[src/hw/vec_pkg.sv]
`default_nettype none

package vec_pkg;

  ////////////////////////////////////////
  // Sizes
  ////////////////////////////////////////

  localparam int unsigned NrLanes      = 4;
  localparam int unsigned ElemsPerLane = 4;
  localparam int unsigned VlMax        = NrLanes * ElemsPerLane;
  localparam int unsigned ElemWidth    = 16;
  localparam int unsigned NrVRegs      = 8;

  typedef logic [ElemWidth-1:0]             elem_t;
  typedef logic [$clog2(NrVRegs)-1:0]       vreg_idx_t;
  // One extra bit so that vl can reach VlMax
  typedef logic [$clog2(VlMax+1)-1:0]       vl_t;
  typedef logic [$clog2(ElemsPerLane)-1:0]  slot_t;
  typedef logic [$clog2(NrLanes)-1:0]       lane_idx_t;

  ////////////////////////////////////////
  // Opcodes and states
  ////////////////////////////////////////

  typedef enum logic [2:0] {
    VADD    = 3'd0,
    VSUB    = 3'd1,
    VAND    = 3'd2,
    VOR     = 3'd3,
    VXOR    = 3'd4,
    VMVX    = 3'd5,  // scalar broadcast into vd
    VREDSUM = 3'd6,
    VEXT    = 3'd7
  } vec_op_e;

  typedef enum logic {
    IDLE = 1'b0,
    RUN  = 1'b1
  } seq_state_e;

  // What one lane hands to the result unit
  typedef struct packed {
    elem_t psum;
    elem_t elem;
  } lane_result_t;

endpackage

`default_nettype wire
[src/hw/vec_lane_if.sv]
`timescale 1ns/1ps
`default_nettype none

interface vec_lane_if import vec_pkg::*; ();

  // One step per cycle with valid high
  logic      valid;
  vec_op_e   op;
  vreg_idx_t vd;
  vreg_idx_t vs1;
  vreg_idx_t vs2;
  elem_t     scalar;
  vl_t       vl;
  slot_t     slot;
  logic      last;

  modport seq (
    output valid, op, vd, vs1, vs2, scalar, vl, slot, last
  );

  // Lanes do not care which step is the final one
  modport lane (
    input valid, op, vd, vs1, vs2, scalar, vl, slot
  );

  modport monitor (
    input valid, op, scalar, last
  );

endinterface

`default_nettype wire

[src/hw/vec_top.sv]
`timescale 1ns/1ps
`default_nettype none

module vec_top import vec_pkg::*; (
  input  wire        clk_i,
  input  wire        rst_n_i,
  input  wire        insn_valid_i,
  input  vec_op_e    insn_op_i,
  input  vreg_idx_t  insn_vd_i,
  input  vreg_idx_t  insn_vs1_i,
  input  vreg_idx_t  insn_vs2_i,
  input  elem_t      insn_scalar_i,
  input  vl_t        insn_vl_i,
  output logic       busy_o,
  output logic       drop_o,
  output logic       done_o,
  output logic       result_valid_o,
  output elem_t      result_o
);

  // Dispatcher to sequencer
  logic      start;
  logic      finish;
  vec_op_e   req_op;
  vreg_idx_t req_vd;
  vreg_idx_t req_vs1;
  vreg_idx_t req_vs2;
  elem_t     req_scalar;
  vl_t       req_vl;

  lane_result_t lane_res [NrLanes];

  vec_lane_if lane_if ();

  vec_dispatcher i_dispatcher (
    .clk_i         (clk_i),
    .rst_n_i       (rst_n_i),
    .insn_valid_i  (insn_valid_i),
    .insn_op_i     (insn_op_i),
    .insn_vd_i     (insn_vd_i),
    .insn_vs1_i    (insn_vs1_i),
    .insn_vs2_i    (insn_vs2_i),
    .insn_scalar_i (insn_scalar_i),
    .insn_vl_i     (insn_vl_i),
    .finish_i      (finish),
    .start_o       (start),
    .op_o          (req_op),
    .vd_o          (req_vd),
    .vs1_o         (req_vs1),
    .vs2_o         (req_vs2),
    .scalar_o      (req_scalar),
    .vl_o          (req_vl),
    .busy_o        (busy_o),
    .drop_o        (drop_o)
  );

  vec_sequencer i_sequencer (
    .clk_i    (clk_i),
    .rst_n_i  (rst_n_i),
    .start_i  (start),
    .op_i     (req_op),
    .vd_i     (req_vd),
    .vs1_i    (req_vs1),
    .vs2_i    (req_vs2),
    .scalar_i (req_scalar),
    .vl_i     (req_vl),
    .finish_o (finish),
    .lane_if  (lane_if.seq)
  );

  for (genvar l = 0; l < NrLanes; l++) begin : gen_lanes
    vec_lane #(
      .LaneId (l)
    ) i_lane (
      .clk_i      (clk_i),
      .rst_n_i    (rst_n_i),
      .lane_if    (lane_if.lane),
      .lane_res_o (lane_res[l])
    );
  end

  vec_result_unit i_result_unit (
    .clk_i          (clk_i),
    .rst_n_i        (rst_n_i),
    .lane_if        (lane_if.monitor),
    .lane_res_i     (lane_res),
    .done_o         (done_o),
    .result_valid_o (result_valid_o),
    .result_o       (result_o)
  );

endmodule

`default_nettype wire

[src/hw/vec_result_unit.sv]
`timescale 1ns/1ps
`default_nettype none

module vec_result_unit import vec_pkg::*; (
  input  wire           clk_i,
  input  wire           rst_n_i,
  vec_lane_if.monitor   lane_if,
  input  lane_result_t  lane_res_i [NrLanes],
  output logic          done_o,
  output logic          result_valid_o,
  output elem_t         result_o
);

  logic      pend_q;
  vec_op_e   op_q;
  lane_idx_t sel_q;
  elem_t     red_sum;
  logic      done_q;
  logic      res_valid_q;
  elem_t     result_q;

  // Wraps at the element width like the lanes do
  always_comb begin
    red_sum = '0;
    for (int l = 0; l < NrLanes; l++) begin
      red_sum = red_sum + lane_res_i[l].psum;
    end
  end

  ////////////////////////////////////////
  // Two stage completion
  ////////////////////////////////////////

  // Stage 1 notes the last step, stage 2 reads the settled lane results
  always_ff @(posedge clk_i) begin
    if (!rst_n_i) begin
      pend_q      <= 1'b0;
      done_q      <= 1'b0;
      res_valid_q <= 1'b0;
    end else begin
      pend_q      <= lane_if.valid & lane_if.last;
      done_q      <= pend_q;
      res_valid_q <= pend_q & (op_q inside {VREDSUM, VEXT});
    end
  end

  always_ff @(posedge clk_i) begin
    if (lane_if.valid && lane_if.last) begin
      op_q  <= lane_if.op;
      sel_q <= lane_if.scalar[$bits(lane_idx_t)-1:0];
    end
  end

  always_ff @(posedge clk_i) begin
    if (pend_q) begin
      result_q <= (op_q == VREDSUM) ? red_sum : lane_res_i[sel_q].elem;
    end
  end

  assign done_o         = done_q;
  assign result_valid_o = res_valid_q;
  assign result_o       = result_q;

endmodule

`default_nettype wire

[src/hw/vec_lane.sv]
`timescale 1ns/1ps
`default_nettype none

module vec_lane import vec_pkg::*; #(
  parameter int unsigned LaneId = 0
) (
  input  wire           clk_i,
  input  wire           rst_n_i,
  vec_lane_if.lane      lane_if,
  output lane_result_t  lane_res_o
);

  // Register file slice, element slot*NrLanes + LaneId of every register
  elem_t rf_q [NrVRegs][ElemsPerLane];

  vl_t   elem_idx;
  logic  in_vl;
  elem_t vs1_elem;
  elem_t vs2_elem;
  elem_t alu_res;
  logic  wr_en;

  elem_t psum_q;
  elem_t psum_d;
  elem_t red_base;
  elem_t red_vs1;
  elem_t red_vs2;
  elem_t capt_q;
  slot_t ext_slot;

  assign elem_idx = vl_t'({lane_if.slot, lane_idx_t'(LaneId)});
  assign in_vl    = (elem_idx < lane_if.vl);

  assign vs1_elem = rf_q[lane_if.vs1][lane_if.slot];
  assign vs2_elem = rf_q[lane_if.vs2][lane_if.slot];

  ////////////////////////////////////////
  // ALU
  ////////////////////////////////////////

  always_comb begin
    unique case (lane_if.op)
      VADD:    alu_res = vs1_elem + vs2_elem;
      VSUB:    alu_res = vs1_elem - vs2_elem;
      VAND:    alu_res = vs1_elem & vs2_elem;
      VOR:     alu_res = vs1_elem | vs2_elem;
      VXOR:    alu_res = vs1_elem ^ vs2_elem;
      VMVX:    alu_res = lane_if.scalar;
      default: alu_res = '0;
    endcase
  end

  // Tail elements are left alone
  assign wr_en = lane_if.valid & in_vl & !(lane_if.op inside {VREDSUM, VEXT});

  always_ff @(posedge clk_i) begin
    if (!rst_n_i) begin
      for (int r = 0; r < NrVRegs; r++) begin
        for (int s = 0; s < ElemsPerLane; s++) begin
          rf_q[r][s] <= '0;
        end
      end
    end else if (wr_en) begin
      rf_q[lane_if.vd][lane_if.slot] <= alu_res;
    end
  end

  ////////////////////////////////////////
  // Reduction
  ////////////////////////////////////////

  // Slot 0 restarts the partial sum
  always_comb begin
    red_base = (lane_if.slot == '0) ? elem_t'(0) : psum_q;
    red_vs2  = in_vl ? vs2_elem : elem_t'(0);
    // vs1[0] lives in lane 0 slot 0 and is added regardless of vl
    red_vs1  = (LaneId == 0 && lane_if.slot == '0) ? vs1_elem : elem_t'(0);
  end

  assign psum_d = red_base + red_vs2 + red_vs1;

  always_ff @(posedge clk_i) begin
    if (lane_if.valid && lane_if.op == VREDSUM) begin
      psum_q <= psum_d;
    end
  end

  ////////////////////////////////////////
  // Element extraction
  ////////////////////////////////////////

  // Upper index bits pick the slot, the lower ones the lane
  assign ext_slot = lane_if.scalar[$bits(lane_idx_t) +: $bits(slot_t)];

  always_ff @(posedge clk_i) begin
    if (lane_if.valid && lane_if.op == VEXT && lane_if.slot == ext_slot) begin
      capt_q <= vs2_elem;
    end
  end

  assign lane_res_o.psum = psum_q;
  assign lane_res_o.elem = capt_q;

endmodule

`default_nettype wire

[src/hw/vec_sequencer.sv]
`timescale 1ns/1ps
`default_nettype none

module vec_sequencer import vec_pkg::*; (
  input  wire        clk_i,
  input  wire        rst_n_i,
  input  wire        start_i,
  input  vec_op_e    op_i,
  input  vreg_idx_t  vd_i,
  input  vreg_idx_t  vs1_i,
  input  vreg_idx_t  vs2_i,
  input  elem_t      scalar_i,
  input  vl_t        vl_i,
  output logic       finish_o,
  vec_lane_if.seq    lane_if
);

  seq_state_e state_q;
  slot_t      slot_q;
  logic       step;
  logic       last;
  logic       finish_q;

  // Slot 0 goes out in the start cycle itself
  assign step = start_i | (state_q == RUN);
  assign last = step & (slot_q == slot_t'(ElemsPerLane - 1));

  always_ff @(posedge clk_i) begin
    if (!rst_n_i) begin
      state_q  <= IDLE;
      slot_q   <= '0;
      finish_q <= 1'b0;
    end else begin
      finish_q <= last;
      if (step) begin
        // Counter wraps back to 0 after the last slot
        slot_q <= slot_q + slot_t'(1);
      end
      unique case (state_q)
        IDLE: if (start_i) state_q <= RUN;
        RUN:  if (last) state_q <= IDLE;
        default: state_q <= IDLE;
      endcase
    end
  end

  ////////////////////////////////////////
  // Step broadcast
  ////////////////////////////////////////

  assign lane_if.valid  = step;
  assign lane_if.op     = op_i;
  assign lane_if.vd     = vd_i;
  assign lane_if.vs1    = vs1_i;
  assign lane_if.vs2    = vs2_i;
  assign lane_if.scalar = scalar_i;
  assign lane_if.vl     = vl_i;
  assign lane_if.slot   = slot_q;
  assign lane_if.last   = last;

  assign finish_o = finish_q;

endmodule

`default_nettype wire

[src/hw/vec_dispatcher.sv]
`timescale 1ns/1ps
`default_nettype none

module vec_dispatcher import vec_pkg::*; (
  input  wire        clk_i,
  input  wire        rst_n_i,
  input  wire        insn_valid_i,
  input  vec_op_e    insn_op_i,
  input  vreg_idx_t  insn_vd_i,
  input  vreg_idx_t  insn_vs1_i,
  input  vreg_idx_t  insn_vs2_i,
  input  elem_t      insn_scalar_i,
  input  vl_t        insn_vl_i,
  input  wire        finish_i,
  output logic       start_o,
  output vec_op_e    op_o,
  output vreg_idx_t  vd_o,
  output vreg_idx_t  vs1_o,
  output vreg_idx_t  vs2_o,
  output elem_t      scalar_o,
  output vl_t        vl_o,
  output logic       busy_o,
  output logic       drop_o
);

  logic accept;
  logic reject;
  logic vl_ok;
  logic start_q;
  logic busy_q;
  logic drop_q;

  // The finishing cycle already counts as free
  assign vl_ok  = (insn_vl_i <= vl_t'(VlMax));
  assign accept = insn_valid_i & vl_ok & (~busy_q | finish_i);
  assign reject = insn_valid_i & ~accept;

  always_ff @(posedge clk_i) begin
    if (!rst_n_i) begin
      start_q <= 1'b0;
      busy_q  <= 1'b0;
      drop_q  <= 1'b0;
    end else begin
      start_q <= accept;
      drop_q  <= reject;
      if (accept) begin
        busy_q <= 1'b1;
      end else if (finish_i) begin
        busy_q <= 1'b0;
      end
    end
  end

  // Request stays put until the next accepted strobe
  always_ff @(posedge clk_i) begin
    if (accept) begin
      op_o     <= insn_op_i;
      vd_o     <= insn_vd_i;
      vs1_o    <= insn_vs1_i;
      vs2_o    <= insn_vs2_i;
      scalar_o <= insn_scalar_i;
      vl_o     <= insn_vl_i;
    end
  end

  assign start_o = start_q;
  assign busy_o  = busy_q;
  assign drop_o  = drop_q;

endmodule

`default_nettype wire

[config.mk]
export PLATFORM = sky130hd
export DESIGN_NAME = vec_top
export DESIGN_NICKNAME = d
export VERILOG_FILES = /design/src/hw/vec_pkg.sv /design/src/hw/vec_lane_if.sv /design/src/hw/vec_top.sv /design/src/hw/vec_result_unit.sv /design/src/hw/vec_lane.sv /design/src/hw/vec_sequencer.sv /design/src/hw/vec_dispatcher.sv
export SDC_FILE = /design/constraint.sdc
export NUM_CORES = 2
export LEC_CHECK = 0
export BUFFER_PORTS_ARGS = -buffer_cell sky130_fd_sc_hd__buf_2
export CORE_UTILIZATION = 55
export DETAILED_ROUTE_END_ITERATION = 8
export PLACE_DENSITY = 0.78
export SLEW_MARGIN = 10
export SYNTH_ARGS = -nofsm -noshare
export SYNTH_HDL_FRONTEND = slang
export SYNTH_HIERARCHICAL = 1
export SYNTH_SLANG_ARGS = --single-unit
[constraint.sdc]
create_clock -name clk_i -period 15.9 [get_ports clk_i]
set_input_delay 0.795 -clock clk_i [delete_from_list [all_inputs] [get_ports clk_i]]
set_output_delay 0.795 -clock clk_i [all_outputs]
set_load 0.01 [all_outputs]
After elaboration in Yosys (flattened, before gate mapping) --
Memories as Yosys holds them, arrays and structs flattened. A register that Yosys moved wholly into a read port is not among the register bits. Cells that the tools add are included.
Cells by class: bitwise gates (word level) 33, $add $sub $neg 17, magnitude comparators 8, multiplexer cells 81, eq/ne operators 11, reduce and logical (&&, ||, !) cells 15
Operator list (count):
- $mux W64 | 12
- $mux W16 | 29
- $pmux W16 S6 | 4
- $bmux W16 S2 | 8
- $reduce_or A64 Y1 | 4
- $add A16 B16 Y16 | 12
- $and A16 B16 Y16 | 4
- $bmux W32 S2 | 1
- $or A16 B16 Y16 | 4
- $sub A16 B16 Y16 | 4
- $xor A16 B16 Y16 | 4
- $mux W3 | 12
- $demux W16 S2 | 1
- $lt A4 B5 Y1 | 4
- $eq A3 B3 Y1 const B | 6
- $and A1 B1 Y1 | 14
- $mux W1 | 13
- $eq A3 B2 Y1 const B | 2
- $ge A3 B3 Y1 const B | 2
- $not A2 Y3 | 2
- $reduce_bool A2 Y1 | 3
- $le A5 B5 Y1 const B | 1
- $logic_and A1 B1 Y1 | 5
- $eq A3 B1 Y1 const B | 1
- 10 further kinds | 13
Storage, ports and cells: input port bits 36, register bits after elaboration 192, memory bits (writable) 2048, memories kept 4
Memory list:
- gen_lanes[0].i_lane.rf_q | depth 8, bits a word 64, rd ports 2, clocked after Yosys merged registers in 2, wr ports 8, RTL line vec_lane.sv:14 | elem_t rf_q [NrVRegs][ElemsPerLane];
- gen_lanes[1].i_lane.rf_q | depth 8, bits a word 64, rd ports 2, clocked after Yosys merged registers in 2, wr ports 8, RTL line vec_lane.sv:14
- gen_lanes[2].i_lane.rf_q | depth 8, bits a word 64, rd ports 2, clocked after Yosys merged registers in 2, wr ports 8, RTL line vec_lane.sv:14
- gen_lanes[3].i_lane.rf_q | depth 8, bits a word 64, rd ports 2, clocked after Yosys merged registers in 2, wr ports 8, RTL line vec_lane.sv:14

Depth between registers and ports, before layout --
depth in word-level cells 9, depth in mapped cells 29, depth with buffers taken out 20

Cells and area by module --
The synthesis kept the hierarchy.
By module, submodules not included:
- vec_lane (gen_lanes[3].i_lane) | seq. area each 16335.7 um^2, cells each 2326, times used 1, area each 30405.4 um^2
- vec_lane (gen_lanes[0].i_lane) | seq. area each 16335.7 um^2, cells each 2258, times used 1, area each 30264.0 um^2
- vec_lane (gen_lanes[2].i_lane) | seq. area each 16335.7 um^2, cells each 2245, times used 1, area each 30187.7 um^2
- vec_lane (gen_lanes[1].i_lane) | seq. area each 16335.7 um^2, cells each 2265, times used 1, area each 30081.4 um^2
- vec_result_unit | seq. area each 690.7 um^2, cells each 303, times used 1, area each 2976.6 um^2
- vec_dispatcher | seq. area each 1051.0 um^2, cells each 46, times used 1, area each 1114.8 um^2
- vec_sequencer | seq. area each 80.1 um^2, cells each 50, times used 1, area each 415.4 um^2

Worst setup path after synthesis --
Ideal clock, no wire load.
path kind register -> register, from register i_dispatcher/vs2_o[1] (netlist name), to memory gen_lanes[3].i_lane/rf_q[0][15] in the netlist's numbering (data pin), data arrival time 5.946 ns, cell stages (with the launch flop) 25, library setup time 0.275 ns, path buffers 8, required time 15.625 ns, slack 9.679 ns, cells stage by stage edfxtp_1 -> buf_4 -> buf_2 -> buf_2 -> buf_4 -> buf_1 -> buf_2 -> mux4_2 -> a22oi_1 -> and4_1 -> clkbuf_1 -> inv_1 -> nor3_1 -> a21oi_1 -> xnor2_1 -> ha_1 -> or4_1 -> o22ai_1 -> a21oi_1 -> a221o_1 -> a31o_2 -> and3_1 -> nor3_1 -> clkbuf_1 -> a21oi_2
RTL lines (RTL line):
- to (decl) | vec_lane.sv:14

==> key figures <==
Outcome
  – Status: finished, final reports clean

Setup path
  – Reg-to-reg slack, setup: 7.41 ns
  – CP startpoint kind: flop
  – CP Capture Type: flop
  – RR Startpoint: i_dispatcher/vs2_o[1]
  – WS Path Type: reg -> reg
  – Worst path required time: 16.52 ns
  – Reg2reg path depth: 20
  – WP data arrival: 9.11 ns
  – FF-to-FF End: gen_lanes[3].i_lane/rf_q[4][15]
  – Crit path launch: i_dispatcher/vs2_o[1]
  – Max FO, Critical Path: 110

STA
  – Final-report max-slew violation count: 0
  – Final worst-path cycle share: 0.5342
  – Rel. slew slack: 0.04856
  – Fmax: 117.7 MHz
  – Finish-stage setup viols: 0
  – Setup Total Neg Slack: 0 ns
  – Slew @ Worst Pin: 1.414 ns
  – Fin Clk Skew: 0.05297 ns
  – Final Hold Viols: 0
  – Post-route minimum period: 8.494 ns
  – RSZ-0062 raised after global routing: false

Logic synthesis
  – Synthesized cell area: 125400 um^2
  – Ys async rst share: 0
  – Seq/Total Area, Yosys: 0.5354
  – Synthesized flop and latch total: 2240
  – Synth top cells by count: 2284 x nor2_1, 2230 x edfxtp_1, 953 x mux4_2
  – Top-count cell post-synth: nor2_1
  – EDFF count, synth: 2230
  – Syn nets: 9856
  – Top_reg_cell synth: edfxtp_1
  – Yosys warns: 6
  – Synth area leaders: edfxtp_1 53%, mux4_2 17%, nor2_1 6.8%
  – Cells after Synth: 9493
  – Avg Inst Size Synth: 13.21 um^2
  – Top cell type by total area after synthesis: edfxtp_1
  – Yosys top cell area share: 0.5338
  – Yosys cell types: 107

Clock tree
  – TritonCTS buffer count: 222
  – H-tree levels: 4
  – Root Driver: clkbuf_16
  – Resize count post-CTS: 0
  – CTS max path bufs: 3
  – Worst skew pair latency: 0.94 ns
  – Clock transition at path regs: 0.06 ns
  – CTS tree: built
  – Clock sinks: 2240
  – Post CTS Setup Buffer Count: 0

GRT
  – Vias in the first global route: 85850
  – Grt total ovfl: 0
  – First-pass GRT wire length: 589800 um
  – Largest net degree at the start of global routing: 111
  – Initial antenna violation count: 20
  – GRT Total Usage: 0.3550

Hold path
  – Hold Path Sink: i_dispatcher/vs1_o[1]
  – Min-Delay Path Depth: 1
  – Hold Crit Start: insn_vs1_i[1]
  – Hold crit path type: in -> reg

Layout
  – P&R area growth vs syn: 8.251%
  – Fraction of layout cells with a size suffix above 1: 0.1972
  – Final net count: 9549
  – Fill count: 16730

Pwr
  – P_leak: 48.96 nW
  – Worst VDD drop: 0.1063 mV
  – PD cells: 111.2 nW/um^2
  – Total Power Consumption: 0.01510 W

Route
  – WL final: 411300 um
  – DRT antenna net count: 0
  – Pre-antenna DRT Iters: 6
  – Vias: 87499
  – 1st-iter DRT viols: 14273
  – Via density: 7.068
  – Final routed DRC violation total: 0
  – Post-DR wirelength/cell: 33.22 um

Floorplan
  – I/O Pins: 56
  – Die height: 479.6 um
  – Initial Util: 0.5556
  – Die W: 479.6 um
  – Total core area: 225800 um^2
  – Die area: 230000 um^2
  – Row cnt: 174

Placed design
  – Buffers on Ports: 55
  – Global placer's final weighted congestion: 1.038
  – Hpwl dp: 266600 um

Job
  – Max_cap viols: 0
-- how the worst max path moves through the flow --
| stage | slack [ns] | to | cells after the start |
|---|---|---|---|
| 2_1_floorplan | 9.68 | gen_lanes[3].i_lane/rf_q[0][15] | 24 |
| 3_3_place_gp | 7.85 | gen_lanes[1].i_lane/rf_q[3][46] | 20 |
| 3_5_place_dp | 7.74 | gen_lanes[1].i_lane/rf_q[5][30] | 20 |
| 4_1_cts | 7.66 | gen_lanes[1].i_lane/rf_q[5][30] | 20 |
| 5_1_grt | 7.25 | gen_lanes[1].i_lane/rf_q[4][46] | 20 |
| 6_report | 7.41 | gen_lanes[3].i_lane/rf_q[4][15] | 20 |
-- timing repair --
item / 4_1_cts / 5_1_grt
endpoints found under the hold margin: 8 / 0
hold buffers: 8 / 0
setup endpoints to repair: 0 / 0
-- stage by stage --
stage	instances	worst slack, ns	hold WS, ns	instance area, um^2	util
6_report	12380	7.406	0.03268	135800	0.6015
5_1_grt	12373	7.254	0.01049	135800	0.6014
4_1_cts	12371	7.661	0.001179	135800	0.6014
3_5_place_dp	11946	7.737	0.5260	128300	0.5682
3_3_place_gp	11946	7.847	0.5110	128300	0.5682
2_1_floorplan	9493	9.679	0.4859	125400	-
-- placed cells by master, fill, tap and decap left out, types with 45 or more instances in the layout --
cell and instances:
and2_1 58, nor4_1 57, mux4_2 953, buf_4 232, a22oi_1 187, ha_1 289, mux2i_1 369, a21oi_1 236
clkinv_1 51, mux4_1 70, nor2_1 2282, clkbuf_1 45, nor2_2 93, buf_2 54, clkinv_2 45, clkbuf_16 223
inv_1 288, nor2b_1 47, nand3_1 54, nand2_1 415, xnor2_1 123, o21ai_0 133, edfxtp_1 2230
-- sequential cells by signal, indices dropped and copies added, names as in the netlist, 2 cells and up --
signal	count
gen_lanes.i_lane/rf_q	2048
i_dispatcher/scalar_o	16
i_dispatcher/vd_o	3
gen_lanes.i_lane/psum_q	64
i_sequencer/lane_if.slot	2
gen_lanes.i_lane/capt_q	64
i_result_unit/result_o	16
i_result_unit/sel_q	2
i_dispatcher/vs1_o	3
i_dispatcher/vs2_o	3
i_result_unit/op_q	3
i_dispatcher/vl_o	5
i_dispatcher/op_o	3
-- worst max-delay path: stages, from the launching register on --
cell       delay (ns)
edfxtp_1         0.38
buf_12           0.57
buf_4            0.80
buf_4            0.84
mux4_2           0.43
a22oi_1          0.19
and4_1           0.53
inv_1            0.16
nor3_1           0.48
a21oi_1          0.17
xnor2_1          0.16
ha_1             0.26
or4_1            0.55
o22ai_1          0.37
a21oi_1          0.17
a221o_1          0.36
a31o_2           0.30
nor4b_2          0.18
a2111oi_4        0.33
buf_4            0.55
a21oi_2          0.11
-- routing by layer --
metal | track usage | part of all wire
met2 | 0.5443 | 0.45
met5 | 0.001036 | 0.00031
met3 | 0.09818 | 0.14
met4 | 0.2285 | 0.078
met1 | 0.4465 | 0.33
-- logic make-up (layout without fill, tap and decap cells) --
kind of cell,after synthesis,in the layout,share of synthesized area
AND/OR/NAND/NOR,3302,3302,0.1126
flip-flops,2240,2240,0.5354
multiplexers,1415,1415,0.2179
buffers and inverters,1136,1022,0.03976
AO/OA/AOI/OAI,916,916,0.04851
adder cells (fa/ha/maj),327,327,0.03489
XOR/XNOR,157,157,0.01096
other,0,9,0
-- power breakdown --
group / total (W) / switching [W] / internal, W
combinational: 0.00287 / 0.00194 / 0.000937
clock: 0.00539 / 0.00238 / 0.00302
sequential: 0.00684 / 0.000125 / 0.00671
-- area by class of cell --
| class | instances | area, um^2 | area share |
|---|---|---|---|
| diodes | 9 | 22.52 | 0.0001658 |
| well taps | 2992 | 3744 | 0.02757 |
| inverters | 293 | 1100 | 0.008099 |
| clock inverters | 145 | 1594 | 0.01174 |
| repair buffers | 312 | 2444 | 0.01799 |
| clock buffers | 272 | 5804 | 0.04274 |
| multi-input cells | 6117 | 53920 | 0.3970 |
| flip-flops and latches | 2240 | 67170 | 0.4947 |
Power figures use the tool's default switching activity.
